$ cat config.mk
export PLATFORM = sky130hd
export DESIGN_NAME = dac_sawtooth
export DESIGN_NICKNAME = d
export VERILOG_FILES = /design/src/dac_pkg.sv /design/src/tick_divider.sv /design/src/ramp_counter.sv /design/src/spi_tx.sv /design/src/dac_ctrl.sv /design/src/dac_sawtooth.sv
export SDC_FILE = /design/constraint.sdc
export NUM_CORES = 1
export LEC_CHECK = 0
export BUFFER_PORTS_ARGS = -buffer_cell sky130_fd_sc_hd__buf_2
export CORE_ASPECT_RATIO = 0.7
export CORE_MARGIN = 2
export CORE_UTILIZATION = 52
export CTS_CLUSTER_DIAMETER = 40
export DETAILED_ROUTE_END_ITERATION = 7
export PLACE_DENSITY = 0.69
export SLEW_MARGIN = 10
export SYNTH_ARGS = -nofsm -noshare
export SYNTH_HDL_FRONTEND = slang
export SYNTH_SLANG_ARGS = --single-unit
$ cat constraint.sdc
create_clock -name pll_clk -period 4.4 [get_ports pll_clk]
set_input_delay 0.44 -clock pll_clk [delete_from_list [all_inputs] [get_ports pll_clk]]
set_output_delay 0.44 -clock pll_clk [all_outputs]
set_load 0.05 [all_outputs]
$ cat src/dac_pkg.sv
// DAC sawtooth package with shared constants and the converter command frame

`default_nettype none

package dac_pkg;

   ////////////////////////////////////////////////////////////////////////////
   // Converter and timing constants
   ////////////////////////////////////////////////////////////////////////////

   // Converter resolution and SPI frame size
   localparam int CODE_W = 12;
   localparam int FRAME_W = 16;

   // Sample period in pll_clk cycles
   // One frame costs 2 x FRAME_W x SCLK_HALF_CYCLES + CSN_IDLE_CYCLES
   // = 2 x 16 x 5 + 2 = 162 cycles, which fits inside 200
   localparam int TICK_CYCLES = 200;

   // SCLK half-period, 5 cycles gives 10 MHz at 100 MHz pll_clk
   localparam int SCLK_HALF_CYCLES = 5;

   // Chip select high time between frames
   localparam int CSN_IDLE_CYCLES = 2;

   // Frame slots in the SPI transmitter
   localparam int TX_CREDITS = 1;

   // Credit counter keeps one spare value so an extra return shows up
   localparam int CREDIT_W = $clog2(TX_CREDITS + 2);

   ////////////////////////////////////////////////////////////////////////////
   // Command frame, MSB first on the wire
   ////////////////////////////////////////////////////////////////////////////

   typedef struct packed {
      logic              ab;      // Channel select, 0 is channel A
      logic              buf_en;  // Input buffer, kept off
      logic              gain_n;  // 1 selects 1x gain
      logic              shdn_n;  // 1 keeps the output active
      logic [CODE_W-1:0] code;    // Output code
   } dac_cmd_t;

endpackage

`default_nettype wire

$ cat src/tick_divider.sv
// Tick divider giving a one-cycle pulse every MAX clock cycles

`timescale 1ns/100ps
`default_nettype none

module tick_divider #(
   parameter int MAX = 200
) (
   input  logic pll_clk,
   input  logic srst,
   output logic tick
);

   // Counter wide enough for MAX-1, never below one bit
   localparam int CNT_W = (MAX > 1) ? $clog2(MAX) : 1;

   logic [CNT_W-1:0] cnt;

   ////////////////////////////////////////////////////////////////////////////
   // Down-counter with reload
   ////////////////////////////////////////////////////////////////////////////

   // Reset loads a full period so the first tick lands MAX cycles
   // after reset is released
   // Tick is registered, so it comes one cycle after the zero count
   always_ff @(posedge pll_clk) begin
      if (srst) begin
         cnt  <= CNT_W'(MAX - 1);
         tick <= 1'b0;
      end else if (cnt == '0) begin
         // End of period, reload and fire
         cnt  <= CNT_W'(MAX - 1);
         tick <= 1'b1;
      end else begin
         cnt  <= cnt - 1'b1;
         tick <= 1'b0;
      end
   end

endmodule

`default_nettype wire

$ cat src/ramp_counter.sv
// Ramp counter holding the sawtooth phase, one step per sample tick

`timescale 1ns/100ps
`default_nettype none

module ramp_counter (
   input  logic                       pll_clk,
   input  logic                       srst,
   input  logic                       tick,
   output logic [dac_pkg::CODE_W-1:0] code
);

   ////////////////////////////////////////////////////////////////////////////
   // Sawtooth phase
   ////////////////////////////////////////////////////////////////////////////

   // Phase advances on every tick whether a frame went out or not
   // A dropped sample therefore shows up as a skipped code on the DAC
   // Full scale rolls over to zero by plain binary wrap

   // The control block samples code on the tick cycle itself, so the
   // value seen by the first frame is still the reset value 0
   always_ff @(posedge pll_clk) begin
      if (srst) begin
         code <= '0;
      end else if (tick) begin
         code <= code + 1'b1;
      end
   end

endmodule

`default_nettype wire

$ cat src/spi_tx.sv
// SPI master sending one 16-bit DAC command per request and returning a credit

`timescale 1ns/100ps
`default_nettype none

module spi_tx #(
   parameter int HALF_CYCLES = 5
) (
   input  logic              pll_clk,
   input  logic              srst,
   input  logic              tx_valid,
   input  dac_pkg::dac_cmd_t tx_cmd,
   output logic              tx_credit,
   output logic              csn,
   output logic              sclk,
   output logic              sdi
);

   localparam int FRAME_W = dac_pkg::FRAME_W;
   localparam int IDLE_CYCLES = dac_pkg::CSN_IDLE_CYCLES;

   // One counter times both SCLK half-periods and the chip select gap
   localparam int CNT_MAX = (HALF_CYCLES > IDLE_CYCLES) ? HALF_CYCLES : IDLE_CYCLES;
   localparam int CNT_W = $clog2(CNT_MAX + 1);
   localparam int BIT_W = $clog2(FRAME_W);

   typedef enum logic [1:0] {
      IDLE,
      LEAD,
      SHIFT,
      GAP
   } state_t;

   state_t             state;
   logic [CNT_W-1:0]   half_cnt;
   logic [BIT_W-1:0]   bit_cnt;
   logic [FRAME_W-1:0] shreg;
   logic               half_end;
   logic               gap_end;
   logic               last_bit;

   assign half_end = (half_cnt == CNT_W'(HALF_CYCLES - 1));
   assign gap_end  = (half_cnt == CNT_W'(IDLE_CYCLES - 1));
   assign last_bit = (bit_cnt == BIT_W'(FRAME_W - 1));

   // Slot is freed on the last cycle of the chip select gap
   assign tx_credit = (state == GAP) && gap_end;

   ////////////////////////////////////////////////////////////////////////////
   // Frame FSM
   ////////////////////////////////////////////////////////////////////////////

   // IDLE  : csn high, waiting for a command
   // LEAD  : csn low, first bit on sdi, sclk low for one half-period
   // SHIFT : sclk toggles, sdi moves after each falling edge
   // GAP   : csn high again for the minimum idle time
   always_ff @(posedge pll_clk) begin
      if (srst) begin
         state    <= IDLE;
         half_cnt <= '0;
         bit_cnt  <= '0;
         csn      <= 1'b1;
         sclk     <= 1'b0;
         sdi      <= 1'b0;
      end else begin
         case (state)
            IDLE: begin
               if (tx_valid) begin
                  // Take the command and present its MSB at once
                  state    <= LEAD;
                  half_cnt <= '0;
                  bit_cnt  <= '0;
                  csn      <= 1'b0;
                  sdi      <= tx_cmd[FRAME_W-1];
               end
            end
            LEAD: begin
               half_cnt <= half_end ? '0 : half_cnt + 1'b1;
               if (half_end) begin
                  // First rising edge, MSB is sampled here
                  sclk  <= 1'b1;
                  state <= SHIFT;
               end
            end
            SHIFT: begin
               half_cnt <= half_end ? '0 : half_cnt + 1'b1;
               if (half_end && !sclk) begin
                  sclk <= 1'b1;
               end else if (half_end && last_bit) begin
                  // Last falling edge closes the frame
                  sclk     <= 1'b0;
                  sdi      <= 1'b0;
                  csn      <= 1'b1;
                  state    <= GAP;
               end else if (half_end) begin
                  // Falling edge, next bit goes out while sclk is low
                  sclk    <= 1'b0;
                  sdi     <= shreg[FRAME_W-2];
                  bit_cnt <= bit_cnt + 1'b1;
               end
            end
            GAP: begin
               half_cnt <= half_cnt + 1'b1;
               if (gap_end) begin
                  state <= IDLE;
               end
            end
            default: state <= IDLE;
         endcase
      end
   end

   // Shift register, loaded on request and moved on every falling edge
   always_ff @(posedge pll_clk) begin
      if (state == IDLE && tx_valid) begin
         shreg <= tx_cmd;
      end else if (state == SHIFT && half_end && sclk) begin
         shreg <= shreg << 1;
      end
   end

   ////////////////////////////////////////////////////////////////////////////
   // Checks
   ////////////////////////////////////////////////////////////////////////////

   // Single slot, the sender must hold off until the credit comes back
   a_single_slot: assert property (
      @(posedge pll_clk) disable iff (srst)
      tx_valid |-> (state == IDLE)
   ) else $error("spi_tx: command arrived while a frame was in progress");

endmodule

`default_nettype wire

$ cat src/dac_ctrl.sv
// DAC control block, qualifies reset, holds the frame credit and issues commands

`timescale 1ns/100ps
`default_nettype none

module dac_ctrl (
   input  logic                       pll_clk,
   input  logic                       rst,
   input  logic                       pll_locked,
   input  logic                       tick,
   input  logic [dac_pkg::CODE_W-1:0] code,
   input  logic                       gain_n,
   input  logic                       shdn_n,
   input  logic                       tx_credit,
   output logic                       srst,
   output logic                       tx_valid,
   output dac_pkg::dac_cmd_t          tx_cmd,
   output logic                       busy,
   output logic                       overrun
);

   localparam int CREDIT_W = dac_pkg::CREDIT_W;
   localparam logic [CREDIT_W-1:0] CREDIT_FULL = CREDIT_W'(dac_pkg::TX_CREDITS);

   logic [CREDIT_W-1:0] credit_cnt;
   logic                issue;

   ////////////////////////////////////////////////////////////////////////////
   // Reset qualification
   ////////////////////////////////////////////////////////////////////////////

   // Held in reset while the button is pressed or the PLL is unlocked
   // Registered once so the whole datapath sees one clean edge
   always_ff @(posedge pll_clk) begin
      srst <= rst | ~pll_locked;
   end

   ////////////////////////////////////////////////////////////////////////////
   // Credit and frame issue
   ////////////////////////////////////////////////////////////////////////////

   // A tick only turns into a frame when a slot is free
   assign issue = tick && (credit_cnt != '0);

   always_ff @(posedge pll_clk) begin
      if (srst) begin
         credit_cnt <= CREDIT_FULL;
         tx_valid   <= 1'b0;
         overrun    <= 1'b0;
      end else begin
         // One taken per issue, one given back per credit pulse
         credit_cnt <= credit_cnt + CREDIT_W'(tx_credit) - CREDIT_W'(issue);
         tx_valid   <= issue;
         // Sample lost, sticky until the next reset
         if (tick && credit_cnt == '0) begin
            overrun <= 1'b1;
         end
      end
   end

   // Command payload, switch levels taken on the tick cycle
   always_ff @(posedge pll_clk) begin
      if (issue) begin
         tx_cmd.ab     <= 1'b0;
         tx_cmd.buf_en <= 1'b0;
         tx_cmd.gain_n <= gain_n;
         tx_cmd.shdn_n <= shdn_n;
         tx_cmd.code   <= code;
      end
   end

   // Busy while any slot is out with the transmitter
   assign busy = (credit_cnt != CREDIT_FULL);

   ////////////////////////////////////////////////////////////////////////////
   // Checks
   ////////////////////////////////////////////////////////////////////////////

   // Transmitter never returns more slots than it has
   a_credit_max: assert property (
      @(posedge pll_clk) disable iff (srst)
      credit_cnt <= CREDIT_FULL
   ) else $error("dac_ctrl: credit count above transmitter slots");

endmodule

`default_nettype wire

$ cat src/dac_sawtooth.sv
// Sawtooth generator top, ramp samples sent to an MCP4821-style SPI DAC

`timescale 1ns/100ps
`default_nettype none

module dac_sawtooth (
   input  logic pll_clk,
   input  logic rst,
   input  logic pll_locked,
   input  logic gain_n,
   input  logic shdn_n,
   output logic dac_csn,
   output logic dac_sclk,
   output logic dac_sdi,
   output logic led,
   output logic overrun
);

   logic                       srst;
   logic                       tick;
   logic [dac_pkg::CODE_W-1:0] code;
   logic                       tx_valid;
   dac_pkg::dac_cmd_t          tx_cmd;
   logic                       tx_credit;

   ////////////////////////////////////////////////////////////////////////////
   // Control and reset
   ////////////////////////////////////////////////////////////////////////////

   // LED shows a frame in flight
   dac_ctrl u_dac_ctrl (
      .pll_clk    (pll_clk),
      .rst        (rst),
      .pll_locked (pll_locked),
      .tick       (tick),
      .code       (code),
      .gain_n     (gain_n),
      .shdn_n     (shdn_n),
      .tx_credit  (tx_credit),
      .srst       (srst),
      .tx_valid   (tx_valid),
      .tx_cmd     (tx_cmd),
      .busy       (led),
      .overrun    (overrun)
   );

   ////////////////////////////////////////////////////////////////////////////
   // Datapath
   ////////////////////////////////////////////////////////////////////////////

   // Sample rate
   tick_divider #(
      .MAX (dac_pkg::TICK_CYCLES)
   ) u_tick_divider (
      .pll_clk (pll_clk),
      .srst    (srst),
      .tick    (tick)
   );

   ramp_counter u_ramp_counter (
      .pll_clk (pll_clk),
      .srst    (srst),
      .tick    (tick),
      .code    (code)
   );

   // SPI speed, independent of the sample rate
   spi_tx #(
      .HALF_CYCLES (dac_pkg::SCLK_HALF_CYCLES)
   ) u_spi_tx (
      .pll_clk   (pll_clk),
      .srst      (srst),
      .tx_valid  (tx_valid),
      .tx_cmd    (tx_cmd),
      .tx_credit (tx_credit),
      .csn       (dac_csn),
      .sclk      (dac_sclk),
      .sdi       (dac_sdi)
   );

endmodule

`default_nettype wire

==> results_dict.tcl <==
set metrics [dict create \
    status "finished, final reports clean" \
    track_usage 0.1771 \
    crit_fanout 16 \
    dr_wl_met2_um 1885 \
    worstSkewPairLatency_ns 0.34 \
    crit_start "u_spi_tx.state[0]$_SDFFE_PP0P_" \
    dr_total_vias 1860 \
    drt_wl_total_um 4727 \
    relSlewSlack 0.5863 \
    end_kind "flop" \
    syn_area_per_cell_um2 11.29 \
    gp_congestion 0.7928 \
    antenna_cells 0 \
    fin_ws_ns 2.179 \
    worstMarginPinSlew_ns 0.6190 \
    drive_gt1_frac 0.1583 \
    rsz0062_at_grt "false" \
    worstPathArrival_ns 2.16 \
    htreeDepth 3 \
    routed_via_density 5.314 \
    ff2ff_setup_slack_ns 2.18 \
    cpPeakStageDelay_ns 0.56 \
    period_needed_ns 2.221 \
    final.period_utilization 0.5048 \
    final_common_cell "dfxtp_1" \
    synth-seq-cells 67 \
    grt_pass1_vias 1769 \
    vdd_drop_max_uv 213.8 \
    syn_inst 259 \
    setup_viol 0 \
    cp_common_cell "nand2_1" \
    synthAdderAreaFrac 0.05991 \
    syn_nets 278 \
    die_area_um2 6249 \
    crit_path_top_delay_cell "nand2_1" \
    synth-main-ff-cell "dfxtp_1" \
    ys_types 46 \
    start_util 0.5476 \
    cts_resized 0 \
    grt_overflow 0 \
    hold_start "pll_locked" \
    grt_first_pass_wirelength_um 8252 \
    cts_buffer_depth 2 \
    die_w_um 93.63 \
    hpwl_um 3124 \
    path_cells "inv_1 > ha_1 > nand2_1 > nand2_1" \
    clock-sinks 67 \
    start_kind "flop" \
    hold_buffers 0 \
    async_flop_share 0 \
    crit_type "reg2reg" \
    cts_buffers 9 \
    multi_input_area_um2 1225 \
    ys_seq_area_frac 0.5580 \
    regArea_um2 1632 \
    leakagePower_uw 0.001161 \
    worst-path-buf-inv 1 \
    design.core.area_um2 5340 \
    dr_wl_met3_um 243 \
    drt_iter0_markers 74 \
    drc_errors 0 \
    fmax_mhz 450.3 \
    cts_tree "built" \
    synth_compound_area_frac 0.08815 \
    n_fill_cell 448 \
    required_ns 4.34 \
    cp_top_family "simple AND/OR/NAND/NOR gates" \
    synth-edff-count 29 \
    clock-root-buffer "clkbuf_8" \
    area_growth_pct 12.02 \
    yosys.area_share.simple 0.1652 \
    yosysWarnings 0 \
    die_y_um 66.74 \
    synth_top_family_by_area "simple AND/OR/NAND/NOR gates" \
    post-place-ws_ns 2.163 \
    drv_slew 0 \
    netlist_area_um2 2924 \
    ant_nets 0 \
    rows 22 \
    fin_skew_ns 0.008103 \
    maxCapViolCount 0 \
    port_buffers 9 \
    nNetsFinal 292 \
    top_layer_used "met4" \
    antenna_found_initial 0 \
    routedWlPerCell_um 13.51 \
    clk_pin_slew_worst_paths_ns 0.07 \
    finalHoldViolations 0 \
    pin_count 10 \
    met1_length_um 2530 \
    tns_ns 0 \
    r2r-start "u_spi_tx.state[0]$_SDFFE_PP0P_" \
    most-common-layout-cells "dfxtp_1 (38), edfxtp_1 (29), nor2_1 (24), nand2_1 (18), ha_1 (14)" \
    dr.pass1.iters 5 \
    hp-class "in2reg" \
    synthMuxAreaShare 0.06376 \
    power.density_nw_per_um2 386.1 \
    grt_start_max_net_pins 37 \
    postCtsSetupBuffers 0 \
    synthXorXnorAreaFrac 0.04193 \
]
==> where the power goes <==
part | internal, uW | switching [uW]
clock | 375 | 231
combinational | 5.12 | 7.84
sequential | 644 | 0.922
==> cell families after synthesis <==
kind of cell,count (synthesis)
XOR/XNOR,14
buffers and inverters,16
multiplexers,17
adder cells (fa/ha/maj),14
AND/OR/NAND/NOR,92
flip-flops,67
AO/OA/AOI/OAI,39
==> cells in the mapped netlist, types with 4 or more instances <==
| master | n | area, um^2 |
|---|---|---|
| a21oi_1 | 11 | 55.05 |
| and3_1 | 5 | 31.28 |
| clkbuf_1 | 5 | 18.77 |
| dfxtp_1 | 38 | 760.7 |
| edfxtp_1 | 29 | 870.8 |
| ha_1 | 14 | 175.2 |
| inv_1 | 8 | 30.03 |
| mux2_2 | 13 | 146.4 |
| mux2i_1 | 4 | 40.04 |
| nand2_1 | 18 | 67.56 |
| nand2b_1 | 10 | 62.56 |
| nand3_1 | 6 | 30.03 |
| nor2_1 | 24 | 90.09 |
| nor2b_1 | 6 | 37.54 |
| o21ai_0 | 8 | 40.04 |
| xnor2_1 | 6 | 52.55 |
| xor2_1 | 8 | 70.07 |
==> per-layer routing <==
metal | up-vias | global-route usage
met1 | 862 | 0.2424
met2 | 36 | 0.2500
li1 | 955 | -
met3 | 7 | 0.07919
met5 | - | 0
met4 | 0 | 0.05797
==> sequential cells by signal, summed over array words and instances, names as in the netlist <==
register	flops
u_spi_tx.shreg	15
u_dac_ctrl.tx_cmd	14
u_ramp_counter.code	12
u_tick_divider.cnt	8
u_spi_tx.bit_cnt	4
u_spi_tx.half_cnt	3
u_dac_ctrl.credit_cnt	2
u_spi_tx.state	2
u_dac_ctrl.overrun	1
u_dac_ctrl.srst	1
u_dac_ctrl.tx_valid	1
u_spi_tx.csn	1
u_spi_tx.sclk	1
u_spi_tx.sdi	1
u_tick_divider.tick	1
==> path summary, 6_finish.rpt <==
check,depth (start not counted),to
worst min register to register,1,u_tick_divider.cnt[0]$_SDFF_PP1_
worst min-delay path,2,u_dac_ctrl.srst$_DFF_P_
worst max-delay path,4,u_spi_tx.shreg[9]$_DFFE_PP_
worst max register to register,4,u_spi_tx.shreg[9]$_DFFE_PP_
==> metrics by stage <==
step	instances	power [uW]	cell area [um^2]	hold slack (ns)	utilization
finish	350	1265	3276	0.2542	0.6134
global route	350	1310	3276	0.2470	0.6134
CTS	350	1280	3276	0.2409	0.6134
detailed placement	334	672.3	3037	0.4117	0.5687
global placement	334	672.1	3037	0.4030	0.5687
floorplan	259	668.0	2924	0.3837	-
==> worst register-to-register path, delay by kind of cell (launching register included) <==
| family | cells | cell delay [ns] |
|---|---|---|
| fa+ha+maj | 1 | 0.26 |
| buf+inv | 1 | 0.11 |
| flops | 1 | 0.40 |
| simple gates | 2 | 1.05 |
==> final cells by class <==
type                    instances  share of cell area
repair buffers                 11             0.01833
inverters                       8            0.009167
flip-flops and latches         67              0.4981
well taps                      72             0.02750
clock buffers                   9             0.03782
multi-input cells             176              0.3739
clock inverters                 7             0.03514
Note: power is estimated with default switching activity, not from simulation.
